===== src/tpu_macros.svh =====
`ifndef TPU_MACROS_SVH
`define TPU_MACROS_SVH

// array side, the grid is TPU_DIM x TPU_DIM cells
`define TPU_DIM 4

`define TPU_OP_W 8    // unsigned operand
`define TPU_ACC_W 32  // per-cell accumulator

`define TPU_IDX_W 16  // memory index
`define TPU_SIZE_W 8  // K, M and N

// memory read, feeder register, lane skew and the hops to the far corner cell
`define TPU_SETTLE (2 * `TPU_DIM + 1)

`endif


===== src/tpu_cfg_pkg.sv =====
`default_nettype none

`include "tpu_macros.svh"

package tpu_cfg_pkg;

    typedef logic [`TPU_SIZE_W-1:0] dim_t;  // one matrix dimension
    typedef logic [`TPU_IDX_W-1:0] idx_t;   // A, B or C word index

    typedef logic [`TPU_DIM-1:0] lane_mask_t;  // one bit per array lane

    // per-tile control handed from the sequencer to the feeder and the drain
    typedef struct packed {
        lane_mask_t row_mask;  // rows of the tile that fall inside M
        lane_mask_t col_mask;  // columns of the tile that fall inside N
        idx_t       c_base;    // C index of row 0 of the tile
    } tile_info_t;

    typedef enum logic [1:0] {
        SEQ_IDLE,
        SEQ_FEED,
        SEQ_SETTLE,
        SEQ_DRAIN
    } seq_state_t;

endpackage

`default_nettype wire


===== src/tile_sequencer.sv =====
`timescale 1ns/10ps
`default_nettype none

`include "tpu_macros.svh"

module tile_sequencer (
    input  logic                     clk,
    input  logic                     rst_n,
    input  logic                     in_valid,
    input  tpu_cfg_pkg::dim_t        k_dim,
    input  tpu_cfg_pkg::dim_t        m_dim,
    input  tpu_cfg_pkg::dim_t        n_dim,
    input  logic                     drain_done,
    output logic                     busy,
    output tpu_cfg_pkg::idx_t        a_index,
    output tpu_cfg_pkg::idx_t        b_index,
    output logic                     feed_valid,
    output logic                     tile_start,
    output logic                     tile_done,
    output tpu_cfg_pkg::tile_info_t  tile_info
);

    localparam int SETTLE_W = $clog2(`TPU_SETTLE + 1);

    tpu_cfg_pkg::seq_state_t state_q;

    tpu_cfg_pkg::dim_t k_q;
    tpu_cfg_pkg::dim_t m_q;
    tpu_cfg_pkg::dim_t n_q;

    tpu_cfg_pkg::dim_t k_cnt;
    tpu_cfg_pkg::dim_t mb_q;  // row block, inner loop
    tpu_cfg_pkg::dim_t nb_q;  // column block, outer loop
    logic [SETTLE_W-1:0] settle_cnt;

    tpu_cfg_pkg::idx_t a_base_q;  // mb * K
    tpu_cfg_pkg::idx_t b_base_q;  // nb * K
    tpu_cfg_pkg::idx_t c_col_q;   // nb * M

    tpu_cfg_pkg::idx_t row_first;
    tpu_cfg_pkg::idx_t col_first;

    logic accept;
    logic last_mb;
    logic last_nb;

    assign accept = in_valid && (state_q == tpu_cfg_pkg::SEQ_IDLE) &&
                    (k_dim != '0) && (m_dim != '0) && (n_dim != '0);

    assign row_first = tpu_cfg_pkg::idx_t'(mb_q) << 2;
    assign col_first = tpu_cfg_pkg::idx_t'(nb_q) << 2;

    assign last_mb = (row_first + tpu_cfg_pkg::idx_t'(`TPU_DIM)) >= tpu_cfg_pkg::idx_t'(m_q);
    assign last_nb = (col_first + tpu_cfg_pkg::idx_t'(`TPU_DIM)) >= tpu_cfg_pkg::idx_t'(n_q);

    always_comb begin
        for (int r = 0; r < `TPU_DIM; r++) begin
            tile_info.row_mask[r] = (row_first + tpu_cfg_pkg::idx_t'(r)) <
                                    tpu_cfg_pkg::idx_t'(m_q);
            tile_info.col_mask[r] = (col_first + tpu_cfg_pkg::idx_t'(r)) <
                                    tpu_cfg_pkg::idx_t'(n_q);
        end
        tile_info.c_base = c_col_q + row_first;
    end

    assign busy = (state_q != tpu_cfg_pkg::SEQ_IDLE);

    always_ff @(posedge clk) begin
        if (!rst_n) begin
            state_q    <= tpu_cfg_pkg::SEQ_IDLE;
            tile_start <= 1'b0;
            tile_done  <= 1'b0;
            feed_valid <= 1'b0;
            k_cnt      <= '0;
            settle_cnt <= '0;
            mb_q       <= '0;
            nb_q       <= '0;
            a_base_q   <= '0;
            b_base_q   <= '0;
            c_col_q    <= '0;
        end else begin
            tile_start <= 1'b0;
            tile_done  <= 1'b0;
            feed_valid <= 1'b0;
            case (state_q)
                tpu_cfg_pkg::SEQ_IDLE: begin
                    if (accept) begin
                        tile_start <= 1'b1;
                        state_q    <= tpu_cfg_pkg::SEQ_FEED;
                        k_cnt      <= '0;
                        mb_q       <= '0;
                        nb_q       <= '0;
                        a_base_q   <= '0;
                        b_base_q   <= '0;
                        c_col_q    <= '0;
                    end
                end
                tpu_cfg_pkg::SEQ_FEED: begin
                    feed_valid <= 1'b1;  // index for step k_cnt goes out next cycle
                    k_cnt      <= k_cnt + 1'b1;
                    if (k_cnt == k_q - 1'b1) begin
                        settle_cnt <= '0;
                        state_q    <= tpu_cfg_pkg::SEQ_SETTLE;
                    end
                end
                tpu_cfg_pkg::SEQ_SETTLE: begin
                    settle_cnt <= settle_cnt + 1'b1;
                    if (settle_cnt == SETTLE_W'(`TPU_SETTLE - 1)) begin
                        tile_done <= 1'b1;
                        state_q   <= tpu_cfg_pkg::SEQ_DRAIN;
                    end
                end
                default: begin
                    if (drain_done) begin
                        if (last_mb && last_nb) begin
                            state_q <= tpu_cfg_pkg::SEQ_IDLE;
                        end else begin
                            tile_start <= 1'b1;
                            state_q    <= tpu_cfg_pkg::SEQ_FEED;
                            k_cnt      <= '0;
                            if (!last_mb) begin
                                mb_q     <= mb_q + 1'b1;
                                a_base_q <= a_base_q + tpu_cfg_pkg::idx_t'(k_q);
                            end else begin  // wrap to the next column block
                                mb_q     <= '0;
                                a_base_q <= '0;
                                nb_q     <= nb_q + 1'b1;
                                b_base_q <= b_base_q + tpu_cfg_pkg::idx_t'(k_q);
                                c_col_q  <= c_col_q + tpu_cfg_pkg::idx_t'(m_q);
                            end
                        end
                    end
                end
            endcase
        end
    end

    always_ff @(posedge clk) begin
        if (accept) begin
            k_q <= k_dim;
            m_q <= m_dim;
            n_q <= n_dim;
        end
        if (state_q == tpu_cfg_pkg::SEQ_FEED) begin
            a_index <= a_base_q + tpu_cfg_pkg::idx_t'(k_cnt);
            b_index <= b_base_q + tpu_cfg_pkg::idx_t'(k_cnt);
        end
    end

endmodule

`default_nettype wire


===== config.mk =====
export PLATFORM = sky130hd
export DESIGN_NAME = tile_sequencer
export DESIGN_NICKNAME = d
export VERILOG_FILES = /design/src/tpu_cfg_pkg.sv /design/src/tile_sequencer.sv
export VERILOG_INCLUDE_DIRS = /design/src /design/src/src
export SDC_FILE = /design/constraint.sdc
export NUM_CORES = 1
export LEC_CHECK = 0
export ABC_CLOCK_PERIOD_IN_PS = 3800
export BUFFER_PORTS_ARGS = -buffer_cell sky130_fd_sc_hd__buf_2
export CELL_PAD_IN_SITES_DETAIL_PLACEMENT = 1
export CELL_PAD_IN_SITES_GLOBAL_PLACEMENT = 2
export CORE_MARGIN = 2
export CORE_UTILIZATION = 39
export CTS_BUF_LIST = sky130_fd_sc_hd__clkbuf_8
export DETAILED_ROUTE_END_ITERATION = 6
export GPL_TIMING_DRIVEN = 0
export PLACE_DENSITY_LB_ADDON = 0.25
export SLEW_MARGIN = 20
export SYNTH_ARGS = -nofsm -noshare
export SYNTH_HDL_FRONTEND = slang
export SYNTH_SLANG_ARGS = --single-unit

===== constraint.sdc =====
create_clock -name clk -period 3.8 [get_ports clk]
set_clock_uncertainty 0.15 [all_clocks]
set_input_delay 0.19 -clock clk [delete_from_list [all_inputs] [get_ports clk]]
set_output_delay 0.19 -clock clk [all_outputs]
set_load 0.01 [all_outputs]

==> impl_metrics.json, run 1 <==
{
  "clkSinkCount": 137,
  "switching_share": 0.366,
  "status": "complete, no violations",
  "grt_pass1_vias": 7389,
  "first_pass_iters": 4,
  "mostFrequentLayoutCells": "buf_2 (93), ha_1 (83), dfxtp_1 (81), nor2_1 (57), edfxtp_1 (56)",
  "ios": 88,
  "yosys.area.top_type": "edfxtp_1",
  "p_leak_nw": 4.34,
  "crit_type": "register to register",
  "fmax_ghz": 0.281,
  "grt_max_degree": 25,
  "grt_pass1_wl_mm": 38.8,
  "finalHoldViolations": 0,
  "initial_core_util": 0.396,
  "drv_cap": 0,
  "timing.final.ws_setup_ns": 0.235,
  "htreeDepth": 4,
  "routabilityCongestion": 0.864,
  "tightestPinTransition_ns": 0.858,
  "seq_area_um2": 3300,
  "fin_crit_sh": 0.938,
  "drc": 0,
  "clk_latency_ns": 0.46,
  "syn_to_final_growth_pct": 17.3,
  "p_switching_w": 0.00175,
  "drv_slew": 0,
  "path_clk_slew_ns": 0.08,
  "p_int_w": 0.00303,
  "cts_buffer_depth": 2,
  "wl_per_cell_um": 17.5,
  "numPortBuffers": 87,
  "grt_antenna_before_repair": 0,
  "avgSynthCellArea_um2": 9.50,
  "hold_class": "primary input to register",
  "critPathCaptureType": "register",
  "cts_tree": "yes",
  "grtUsageTotal": 0.206,
  "r2r-start": "mb_q[2]$_SDFFE_PN0P_",
  "crit_arrival_ns": 3.75,
  "async_flop_share": 0,
  "coreArea_um2": 21800,
  "via_per_inst": 5.40,
  "die_h_um": 153,
  "grt_overflow_total": 0,
  "cts_setup_buffers": 0,
  "holdCritStartpoint": "drain_done",
  "yosysSeqAreaShare": 0.384,
  "yosys.area.top_type_share": 0.195,
  "r2r_slack_ns": 0.24,
  "postRouteAntennaNets": 0,
  "synth_cell_types": 67,
  "synthTopCellsByArea": "edfxtp_1 (20%), dfxtp_1 (19%), ha_1 (12%), xnor2_1 (4.9%), o21ai_0 (3.1%)",
  "yosys_warnings": 0,
  "synth_cells": 906,
  "drt_iter0_markers": 242,
  "maxSlewHeadroom": 0.420,
  "power.share.clock": 0.280,
  "vdd_drop_max_v": 0.000198,
  "power.density_nw_per_um2": 473,
  "wirelength_mm": 23.2,
  "seqPwrFrac": 0.396,
  "drt-met1-wl_mm": 10.6,
  "synth_edf_count": 56,
  "multi_input_area_um2": 4970,
  "ctsRootBufferMaster": "clkbuf_8",
  "setup_viol": 0,
  "dieArea_um2": 23300,
  "post-place-ws_ns": 0.0842,
  "route.met2.wl_mm": 11.7,
  "cts-buffers-inserted": 17,
  "synthFlopType": "dfxtp_1",
  "syn_area_um2": 8610,
  "fill_cells": 2541,
  "dp_hpwl_mm": 17.4,
  "die_w_um": 153,
  "startpoint": "mb_q[2]$_SDFFE_PN0P_",
  "syn_nets": 1024,
  "rsz0062_at_grt": "false",
  "comb_power_share": 0.324,
  "crit_path_start_kind": "register",
  "wl_met3_um": 592,
  "final_common_cell": "buf_2",
  "vias": 7178,
  "drive_gt1_frac": 0.144,
  "diodes": 0,
  "rows": 54,
  "worstPathRequired_ns": 3.99,
  "path_max_fanout": 10,
  "setup_tns_ns": 0,
  "nNetsFinal": 1155,
  "fin_crit_ns": 3.56,
  "ys_seq_elements": 137,
  "highest_layer": "met4"
}
-- Yosys cell counts, types with 12 or more instances --
cell / count
a21boi_0: 15
and3_1: 18
nor2b_1: 12
a21o_1: 13
o21ai_0: 54
dfxtp_1: 81
nand2_1: 52
nor2_1: 57
xnor2_1: 48
a22o_1: 28
edfxtp_1: 56
nand3_1: 40
clkbuf_1: 21
ha_1: 84
inv_1: 50
nor3_1: 19
xor2_1: 30
a21oi_1: 49
-- sequential cells by signal, summed over array words and instances (netlist names) --
| signal | flops |
|---|---|
| nb_q | 8 |
| m_q | 8 |
| tile_start | 1 |
| tile_done | 1 |
| b_index | 16 |
| a_index | 16 |
| a_base_q | 16 |
| c_col_q | 16 |
| k_q | 8 |
| settle_cnt | 4 |
| b_base_q | 16 |
| feed_valid | 1 |
| state_q | 2 |
| k_cnt | 8 |
| mb_q | 8 |
| n_q | 8 |
-- per-stage QoR --
stage                     hold WS (ns)  area [um^2]  std cells  total power (W)   util
after detailed placement         0.235         9420       1274          0.00346  0.433
after CTS                       0.0240        10100       1330          0.00483  0.464
final                           0.0643        10100       1330          0.00477  0.464
after floorplan                  0.139         8610        906          0.00290      -
after global placement           0.234         9390       1273          0.00340  0.432
after global routing            0.0757        10100       1330          0.00508  0.464
-- critical path: stages, from the launching register on --
cell      delay [ns]
dfxtp_1         0.51
and3_1          0.20
buf_2           0.16
nand3_1         0.10
xnor2_1         0.22
ha_1            0.31
and4_1          0.23
a21oi_2         0.28
nand3_1         0.14
buf_2           0.22
a31o_4          0.30
clkbuf_1        0.25
o211ai_1        0.24
o21ai_0         0.11
-- final timing paths --
check,cells after the start,endpoint
setup reg to reg,13,a_base_q[11]$_SDFFE_PN0P_
setup / recovery,13,a_base_q[11]$_SDFFE_PN0P_
hold / removal,4,tile_start$_SDFF_PN0_
hold reg to reg,2,c_col_q[15]$_SDFFE_PN0P_
-- logic make-up after synthesis --
logic type,count (synthesis),share of synthesized area
adders and majority gates,90,0.136
muxes,2,0.00291
buffers and inverters,83,0.0397
xor gates and xnor gates,78,0.0794
and+or+nand+nor,280,0.174
DFF,137,0.384
AOI/OAI and AO/OA,236,0.185
-- area by class of cell --
type / instances / area share
Tap cell: 280 / 0.0347
Inverter: 50 / 0.0186
Buffer: 33 / 0.0152
Clock inverter: 14 / 0.0177
Clock buffer: 18 / 0.0245
Timing Repair Buffer: 112 / 0.0696
Multi-Input combinational cell: 686 / 0.492
Sequential cell: 137 / 0.327
-- metal layers --
| layer | track usage | vias to the layer above |
|---|---|---|
| met5 | 0 | - |
| met4 | 0.0595 | 0 |
| met3 | 0.0381 | 26 |
| met2 | 0.364 | 94 |
| met1 | 0.257 | 3477 |
| li1 | - | 3581 |
-- power by group through the flow --
stage                     sequential, W  clock [W]  combinational [W]
after floorplan                 0.00193          0           0.000966
after global placement          0.00193          0            0.00148
after detailed placement        0.00193          0            0.00153
after CTS                       0.00189    0.00137            0.00156
after global routing            0.00192    0.00143            0.00173
final                           0.00189    0.00134            0.00155
-- timing repair --
action,CTS,global route
endpoints found under the setup margin,0,45
hold endpoints to repair,24,0
hold buffers,24,0
gates resized for setup,0,2
No activity file was read; power rests on OpenSTA's default activity.
==> inputs of run 2 (changes only) <==
--- a/config.mk
+++ b/config.mk
@@ -6,12 +6,13 @@
 export SDC_FILE = /design/constraint.sdc
 export NUM_CORES = 1
 export LEC_CHECK = 0
+export ABC_AREA = 1
 export ABC_CLOCK_PERIOD_IN_PS = 3800
 export BUFFER_PORTS_ARGS = -buffer_cell sky130_fd_sc_hd__buf_2
 export CELL_PAD_IN_SITES_DETAIL_PLACEMENT = 1
 export CELL_PAD_IN_SITES_GLOBAL_PLACEMENT = 2
 export CORE_MARGIN = 2
-export CORE_UTILIZATION = 39
+export CORE_UTILIZATION = 36
 export CTS_BUF_LIST = sky130_fd_sc_hd__clkbuf_8
 export DETAILED_ROUTE_END_ITERATION = 6
 export GPL_TIMING_DRIVEN = 0
==> run 2 against run 1 <==
Effect of this change:
- maximum frequency rose by 3.6%
- die area rose by 21%
- combinational power rose by 52%
- register-to-register slack improved by 0.12 ns
- non-clock buffer count did not move
- critical path type unchanged
- largest cell class unchanged
- largest power group is now combinational logic
- highest routed layer unchanged
==> impl_metrics.json, run 2 <==
{
  "synthFlopType": "dfxtp_1",
  "grt_antenna_before_repair": 1,
  "syn_to_final_growth_pct": 16.4,
  "route.met2.wl_mm": 13.9,
  "crit_arrival_ns": 3.67,
  "initial_core_util": 0.369,
  "synth_edf_count": 56,
  "crit_type": "register to register",
  "cts_tree": "yes",
  "fin_crit_ns": 3.44,
  "cts_buffer_depth": 2,
  "highest_layer": "met4",
  "r2r_slack_ns": 0.36,
  "synth_cell_types": 40,
  "via_per_inst": 4.95,
  "mostFrequentLayoutCells": "nand2_1 (375), inv_1 (168), nor2_1 (127), nand3_1 (119), buf_2 (94)",
  "drc": 0,
  "wirelength_mm": 28.8,
  "nNetsFinal": 1586,
  "drv_cap": 0,
  "wl_per_cell_um": 15.9,
  "whs_ns": 0.278,
  "p_int_w": 0.00338,
  "yosys.area.top_type_share": 0.174,
  "grtUsageTotal": 0.210,
  "r2r_cells": 16,
  "coreArea_um2": 26200,
  "routabilityCongestion": 0.817,
  "wl_met3_um": 720,
  "htreeDepth": 4,
  "drv_slew": 0,
  "vdd_drop_max_v": 0.000242,
  "numPortBuffers": 86,
  "r2r-start": "mb_q[0]$_SDFFE_PN0P_",
  "setup_viol": 0,
  "die_w_um": 168,
  "startpoint": "mb_q[0]$_SDFFE_PN0P_",
  "grt_overflow_total": 0,
  "synthTopCellsByArea": "edfxtp_1 (17%), dfxtp_1 (17%), nand2_1 (15%), ha_1 (11%), inv_1 (6.4%)",
  "grt_max_degree": 26,
  "dp_hpwl_mm": 23.0,
  "path_max_fanout": 10,
  "fmax_ghz": 0.291,
  "dieArea_um2": 28200,
  "power.share.clock": 0.239,
  "yosysSeqAreaShare": 0.342,
  "tightestPinTransition_ns": 1.05,
  "power.density_nw_per_um2": 518,
  "grt_pass1_wl_mm": 47.1,
  "async_flop_share": 0,
  "drt-met1-wl_mm": 13.9,
  "drive_gt1_frac": 0.107,
  "die_h_um": 168,
  "avgSynthCellArea_um2": 7.24,
  "yosys_warnings": 0,
  "grt_pass1_vias": 9171,
  "worstPathRequired_ns": 4.03,
  "seqPwrFrac": 0.355,
  "setup_tns_ns": 0,
  "clk_latency_ns": 0.47,
  "clkSinkCount": 137,
  "hold_class": "primary input to register",
  "synth_cells": 1336,
  "status": "complete, no violations",
  "p_leak_nw": 5.36,
  "yosys.area.top_type": "edfxtp_1",
  "synth.top_cells.by_count": "nand2_1 (375), inv_1 (165), nor2_1 (127), nand3_1 (119), ha_1 (84)",
  "maxSlewHeadroom": 0.294,
  "ctsRootBufferMaster": "clkbuf_8",
  "synth.most_common_cell": "nand2_1",
  "rows": 59,
  "p_switching_w": 0.00244,
  "syn_nets": 1454,
  "cts-buffers-inserted": 17,
  "path_clk_slew_ns": 0.08,
  "cts_setup_buffers": 0,
  "switching_share": 0.419,
  "endpoint": "a_base_q[0]$_SDFFE_PN0P_",
  "ios": 88,
  "r2r-end": "a_base_q[0]$_SDFFE_PN0P_",
  "vias": 8988,
  "rsz0062_at_grt": "false",
  "final_common_cell": "nand2_1",
  "critPathCaptureType": "register",
  "syn_area_um2": 9670,
  "finalHoldViolations": 0,
  "fin_crit_sh": 0.906,
  "first_pass_iters": 4,
  "crit_path_start_kind": "register",
  "drt_iter0_markers": 384,
  "ys_seq_elements": 137,
  "postRouteAntennaNets": 0,
  "comb_power_share": 0.406
}
[run 2: cell types whose count changed in the layout (fill, tap and decap cells not counted), moves of 26 or more]
cell | previous run | this run
xnor2_1 | 48 | 22
a21oi_1 | 48 | 82
a22o_1 | 28 | 0
o21ai_0 | 54 | 22
nand3_1 | 40 | 119
xor2_1 | 30 | 56
nand2_1 | 52 | 375
nor2_1 | 57 | 127
inv_1 | 49 | 168
[run 2: worst max-delay path, cell delays in order (launching register included)]
cell,delay [ns]
dfxtp_1,0.54
ha_1,0.23
nand2_1,0.11
inv_1,0.11
nand2_1,0.06
xor2_1,0.13
inv_1,0.08
ha_1,0.29
a21o_1,0.18
nor2_1,0.12
nand2_1,0.06
nand2_1,0.16
nand4_4,0.21
nor2_2,0.32
buf_2,0.37
nand2_1,0.09
a21oi_1,0.15
[run 2: how the worst min path moves through the flow]
stage	start	to	depth (start not counted)	slack, ns
CTS	in_valid	c_col_q[11]$_SDFFE_PN0P_	7	0.25
floorplan	k_dim[0]	k_q[0]$_DFFE_PP_	0	0.14
global placement	n_dim[4]	n_q[4]$_DFFE_PP_	1	0.23
global route	n_dim[4]	n_q[4]$_DFFE_PP_	2	0.28
finish	in_valid	c_col_q[11]$_SDFFE_PN0P_	7	0.28
detailed placement	n_dim[0]	n_q[0]$_DFFE_PP_	1	0.23
[run 2: cell families after synthesis]
group,count (synthesis),share of synthesized area
flops,137,0.342
buf+inv,201,0.0834
xor+xnor,78,0.0707
fa+ha+maj,90,0.121
simple gates,705,0.313
compound gates,125,0.0696
[run 2: per-layer routing]
layer / track usage / vias up
li1: - / 4603
met1: 0.278 / 4233
met2: 0.365 / 129
met3: 0.0282 / 23
met4: 0.0522 / 0
met5: 0 / -
[run 2: cell type report]
class | count | area [um^2]
Multi-Input combinational cell | 998 | 5560
Sequential cell | 137 | 3300
Timing Repair Buffer | 113 | 718
Tap cell | 335 | 419
Clock inverter | 15 | 210
Fill cell | 3336 | 15000
Buffer | 32 | 173
Clock buffer | 17 | 234
Inverter | 169 | 634
Antenna cell | 1 | 2.50
[run 2: metrics by stage]
step                 util  instances  instance area, um^2  setup WS [ns]  total power, W
global route        0.429       1817                11300         0.0636         0.00624
global placement    0.401       1757                10500          0.358         0.00437
finish              0.429       1817                11300          0.358         0.00583
floorplan               -       1336                 9670           1.11         0.00362
detailed placement  0.402       1758                10500          0.341         0.00446
CTS                 0.429       1816                11300          0.306         0.00589
[run 2: power by group through the flow]
stage | registers [W] | logic (W) | clock network (W)
after CTS | 0.00207 | 0.00239 | 0.00143
after global placement | 0.00210 | 0.00227 | 0
after global routing | 0.00210 | 0.00265 | 0.00149
after detailed placement | 0.00210 | 0.00236 | 0
after floorplan | 0.00207 | 0.00154 | 0
final | 0.00207 | 0.00236 | 0.00140
[run 2: what timing repair did]
action / 4_1_cts / 5_1_grt
gates resized for setup: 0 / 2
endpoints found under the hold margin: 26 / 0
setup endpoints to repair: 0 / 2
hold buffers: 26 / 0
==> inputs of run 3 (changes only) <==
--- a/config.mk
+++ b/config.mk
@@ -9,10 +9,8 @@
 export ABC_AREA = 1
 export ABC_CLOCK_PERIOD_IN_PS = 3800
 export BUFFER_PORTS_ARGS = -buffer_cell sky130_fd_sc_hd__buf_2
-export CELL_PAD_IN_SITES_DETAIL_PLACEMENT = 1
-export CELL_PAD_IN_SITES_GLOBAL_PLACEMENT = 2
 export CORE_MARGIN = 2
-export CORE_UTILIZATION = 36
+export CORE_UTILIZATION = 42
 export CTS_BUF_LIST = sky130_fd_sc_hd__clkbuf_8
 export DETAILED_ROUTE_END_ITERATION = 6
 export GPL_TIMING_DRIVEN = 0
==> run 3 against run 2 <==
Effect of this change:
- die area shrank 14%
- setup slack got worse by 0.024 ns
- count of clock-buffer cells in the layout unchanged
- highest routed layer unchanged
- sequential share of layout area rose by 0.24 points
- register-to-register slack worse by 0.02 ns
- hold slack better by 0.027 ns
- design area is 0.81% lower
- total power decreased by 3.4%
==> impl_metrics.json, run 3 (synthesis results as in run 2) <==
{
  "numPortBuffers": 86,
  "diodes": 0,
  "slowest_delay_ns": 0.52,
  "grt_pass1_vias": 8405,
  "fin_crit_sh": 0.912,
  "cts_buffer_depth": 2,
  "vias": 8863,
  "crit_path_cell_trace": "ha_1 > nand2_1 > inv_1 > nand2_1 > xor2_1 > inv_1 > ha_1 > nand2_1 > nor2_1 > nand2_1 > nand2_1 > nand2_1 > nand3_4 > nand3_4 > nand3_2 > clkbuf_1 > nand3_1 > nand2_1",
  "tightestPinTransition_ns": 1.01,
  "clkSinkCount": 137,
  "r2r_cells": 18,
  "holdCritStartpoint": "n_dim[5]",
  "p_leak_nw": 5.33,
  "cpMostUsedCell": "nand2_1",
  "crit_arrival_ns": 3.72,
  "post_cts_resized": 0,
  "drt_iter0_markers": 554,
  "grt_max_degree": 26,
  "final_common_cell": "nand2_1",
  "setup_viol": 0,
  "fmax_ghz": 0.288,
  "clk_latency_ns": 0.46,
  "crit_family": "simple AND/OR/NAND/NOR gates",
  "hold_end": "n_q[5]$_DFFE_PP_",
  "wl_per_cell_um": 13.7,
  "die_w_um": 156,
  "htreeDepth": 4,
  "drv_slew": 0,
  "path_clk_slew_ns": 0.09,
  "initial_core_util": 0.427,
  "mostFrequentLayoutCells": "nand2_1 (375), inv_1 (166), nor2_1 (127), nand3_1 (119), buf_2 (94)",
  "maxSlewHeadroom": 0.320,
  "grt_pass1_wl_mm": 40.0,
  "drive_gt1_frac": 0.106,
  "hold_class": "primary input to register",
  "fin_crit_ns": 3.47,
  "grtUsageTotal": 0.205,
  "fin_util": 0.493,
  "die_h_um": 156,
  "syn_to_final_growth_pct": 15.5,
  "fill_cells": 2205,
  "finalHoldViolations": 0,
  "use_met2": 0.341,
  "status": "complete, no violations",
  "grt_overflow_total": 0,
  "postRouteAntennaNets": 0,
  "routabilityCongestion": 0.875,
  "grt_use_met3": 0.0411,
  "nNetsFinal": 1586,
  "rows": 55,
  "dp_hpwl_mm": 18.8,
  "cts-buffers-inserted": 17,
  "holdPathStages": 2,
  "r2r_slack_ns": 0.33,
  "fin_area_um2": 11200,
  "dieArea_um2": 24200,
  "crit_type": "register to register",
  "postPlaceCellArea_um2": 10500,
  "grt_antenna_before_repair": 1,
  "wirelength_mm": 24.2,
  "setup_tns_ns": 0,
  "r2r-start": "mb_q[0]$_SDFFE_PN0P_",
  "ios": 88,
  "drc": 0,
  "via_per_inst": 5.02,
  "cts_tree": "yes",
  "ctsRootBufferMaster": "clkbuf_8",
  "power.density_nw_per_um2": 504,
  "coreArea_um2": 22600,
  "r2r-end": "c_col_q[5]$_SDFFE_PN0P_",
  "path_max_fanout": 10,
  "critPathCaptureType": "register",
  "met1_usage": 0.272,
  "first_pass_iters": 7,
  "worst_path_max_delay_cell": "dfxtp_1",
  "busiest_layer": "met2",
  "worstPathRequired_ns": 4.05,
  "cp_num_buf_inv": 3,
  "crit_path_start_kind": "register",
  "rsz0062_at_grt": "false",
  "drv_cap": 0,
  "vdd_drop_max_v": 0.000342
}
## run 3: metal layers
layer  vias up  wire length, um
li1       4603                -
met1      4014            11600
met2       224            11100
met3        22             1230
met4         0              324
met5         -                0
## run 3: worst register-to-register path, stage by stage, from the launching register on
cell and delay [ns]:
dfxtp_1 0.52, ha_1 0.23, nand2_1 0.11, inv_1 0.10, nand2_1 0.06, xor2_1 0.15
inv_1 0.08, ha_1 0.30, nand2_1 0.07, nor2_1 0.13, nand2_1 0.07, nand2_1 0.06
nand2_1 0.13, nand3_4 0.21, nand3_4 0.17, nand3_2 0.13, clkbuf_1 0.52, nand3_1 0.14
nand2_1 0.10
## run 3: worst max-delay path by stage
stage | from | depth (start not counted) | end | slack [ns]
floorplan | mb_q[0]$_SDFFE_PN0P_ | 18 | b_base_q[12]$_SDFFE_PN0P_ | 1.11
global placement | mb_q[0]$_SDFFE_PN0P_ | 18 | c_col_q[5]$_SDFFE_PN0P_ | 0.42
detailed placement | mb_q[0]$_SDFFE_PN0P_ | 18 | c_col_q[5]$_SDFFE_PN0P_ | 0.42
CTS | mb_q[0]$_SDFFE_PN0P_ | 18 | c_col_q[5]$_SDFFE_PN0P_ | 0.37
global route | mb_q[0]$_SDFFE_PN0P_ | 18 | c_col_q[6]$_SDFFE_PN0P_ | 0.03
finish | mb_q[0]$_SDFFE_PN0P_ | 18 | c_col_q[5]$_SDFFE_PN0P_ | 0.33
## run 3: final cells by class
type	count	area (um^2)	area share
plain buffers	32	171	0.0154
clock buffers	17	234	0.0210
clock inverters	15	185	0.0166
inverters	169	634	0.0568
multi-input cells	998	5560	0.498
flip-flops and latches	137	3300	0.296
well taps	285	357	0.0319
repair buffers	113	718	0.0643
## run 3: through the flow
| stage | hold WS, ns | std cells | worst slack (ns) | power [W] |
|---|---|---|---|---|
| after global placement | 0.232 | 1707 | 0.422 | 0.00428 |
| after floorplan | 0.139 | 1336 | 1.11 | 0.00362 |
| after detailed placement | 0.232 | 1708 | 0.421 | 0.00433 |
| final | 0.305 | 1766 | 0.333 | 0.00563 |
| after global routing | 0.291 | 1766 | 0.0322 | 0.00603 |
| after CTS | 0.279 | 1766 | 0.368 | 0.00566 |
## run 3: repair_timing
item / 4_1_cts / 5_1_grt
hold endpoints to repair: 27 / 0
hold buffers: 26 / 0
endpoints found under the setup margin: 0 / 0
buffers inserted: 0 / 0
## run 3: where the power goes
part | internal (W) | switching, W | leakage (nW)
Combinational | 0.000759 | 0.00151 | 3.93
Sequential | 0.00184 | 0.000215 | 1.19
Clock | 0.000704 | 0.000596 | 0.209
Total | 0.00331 | 0.00232 | 5.33
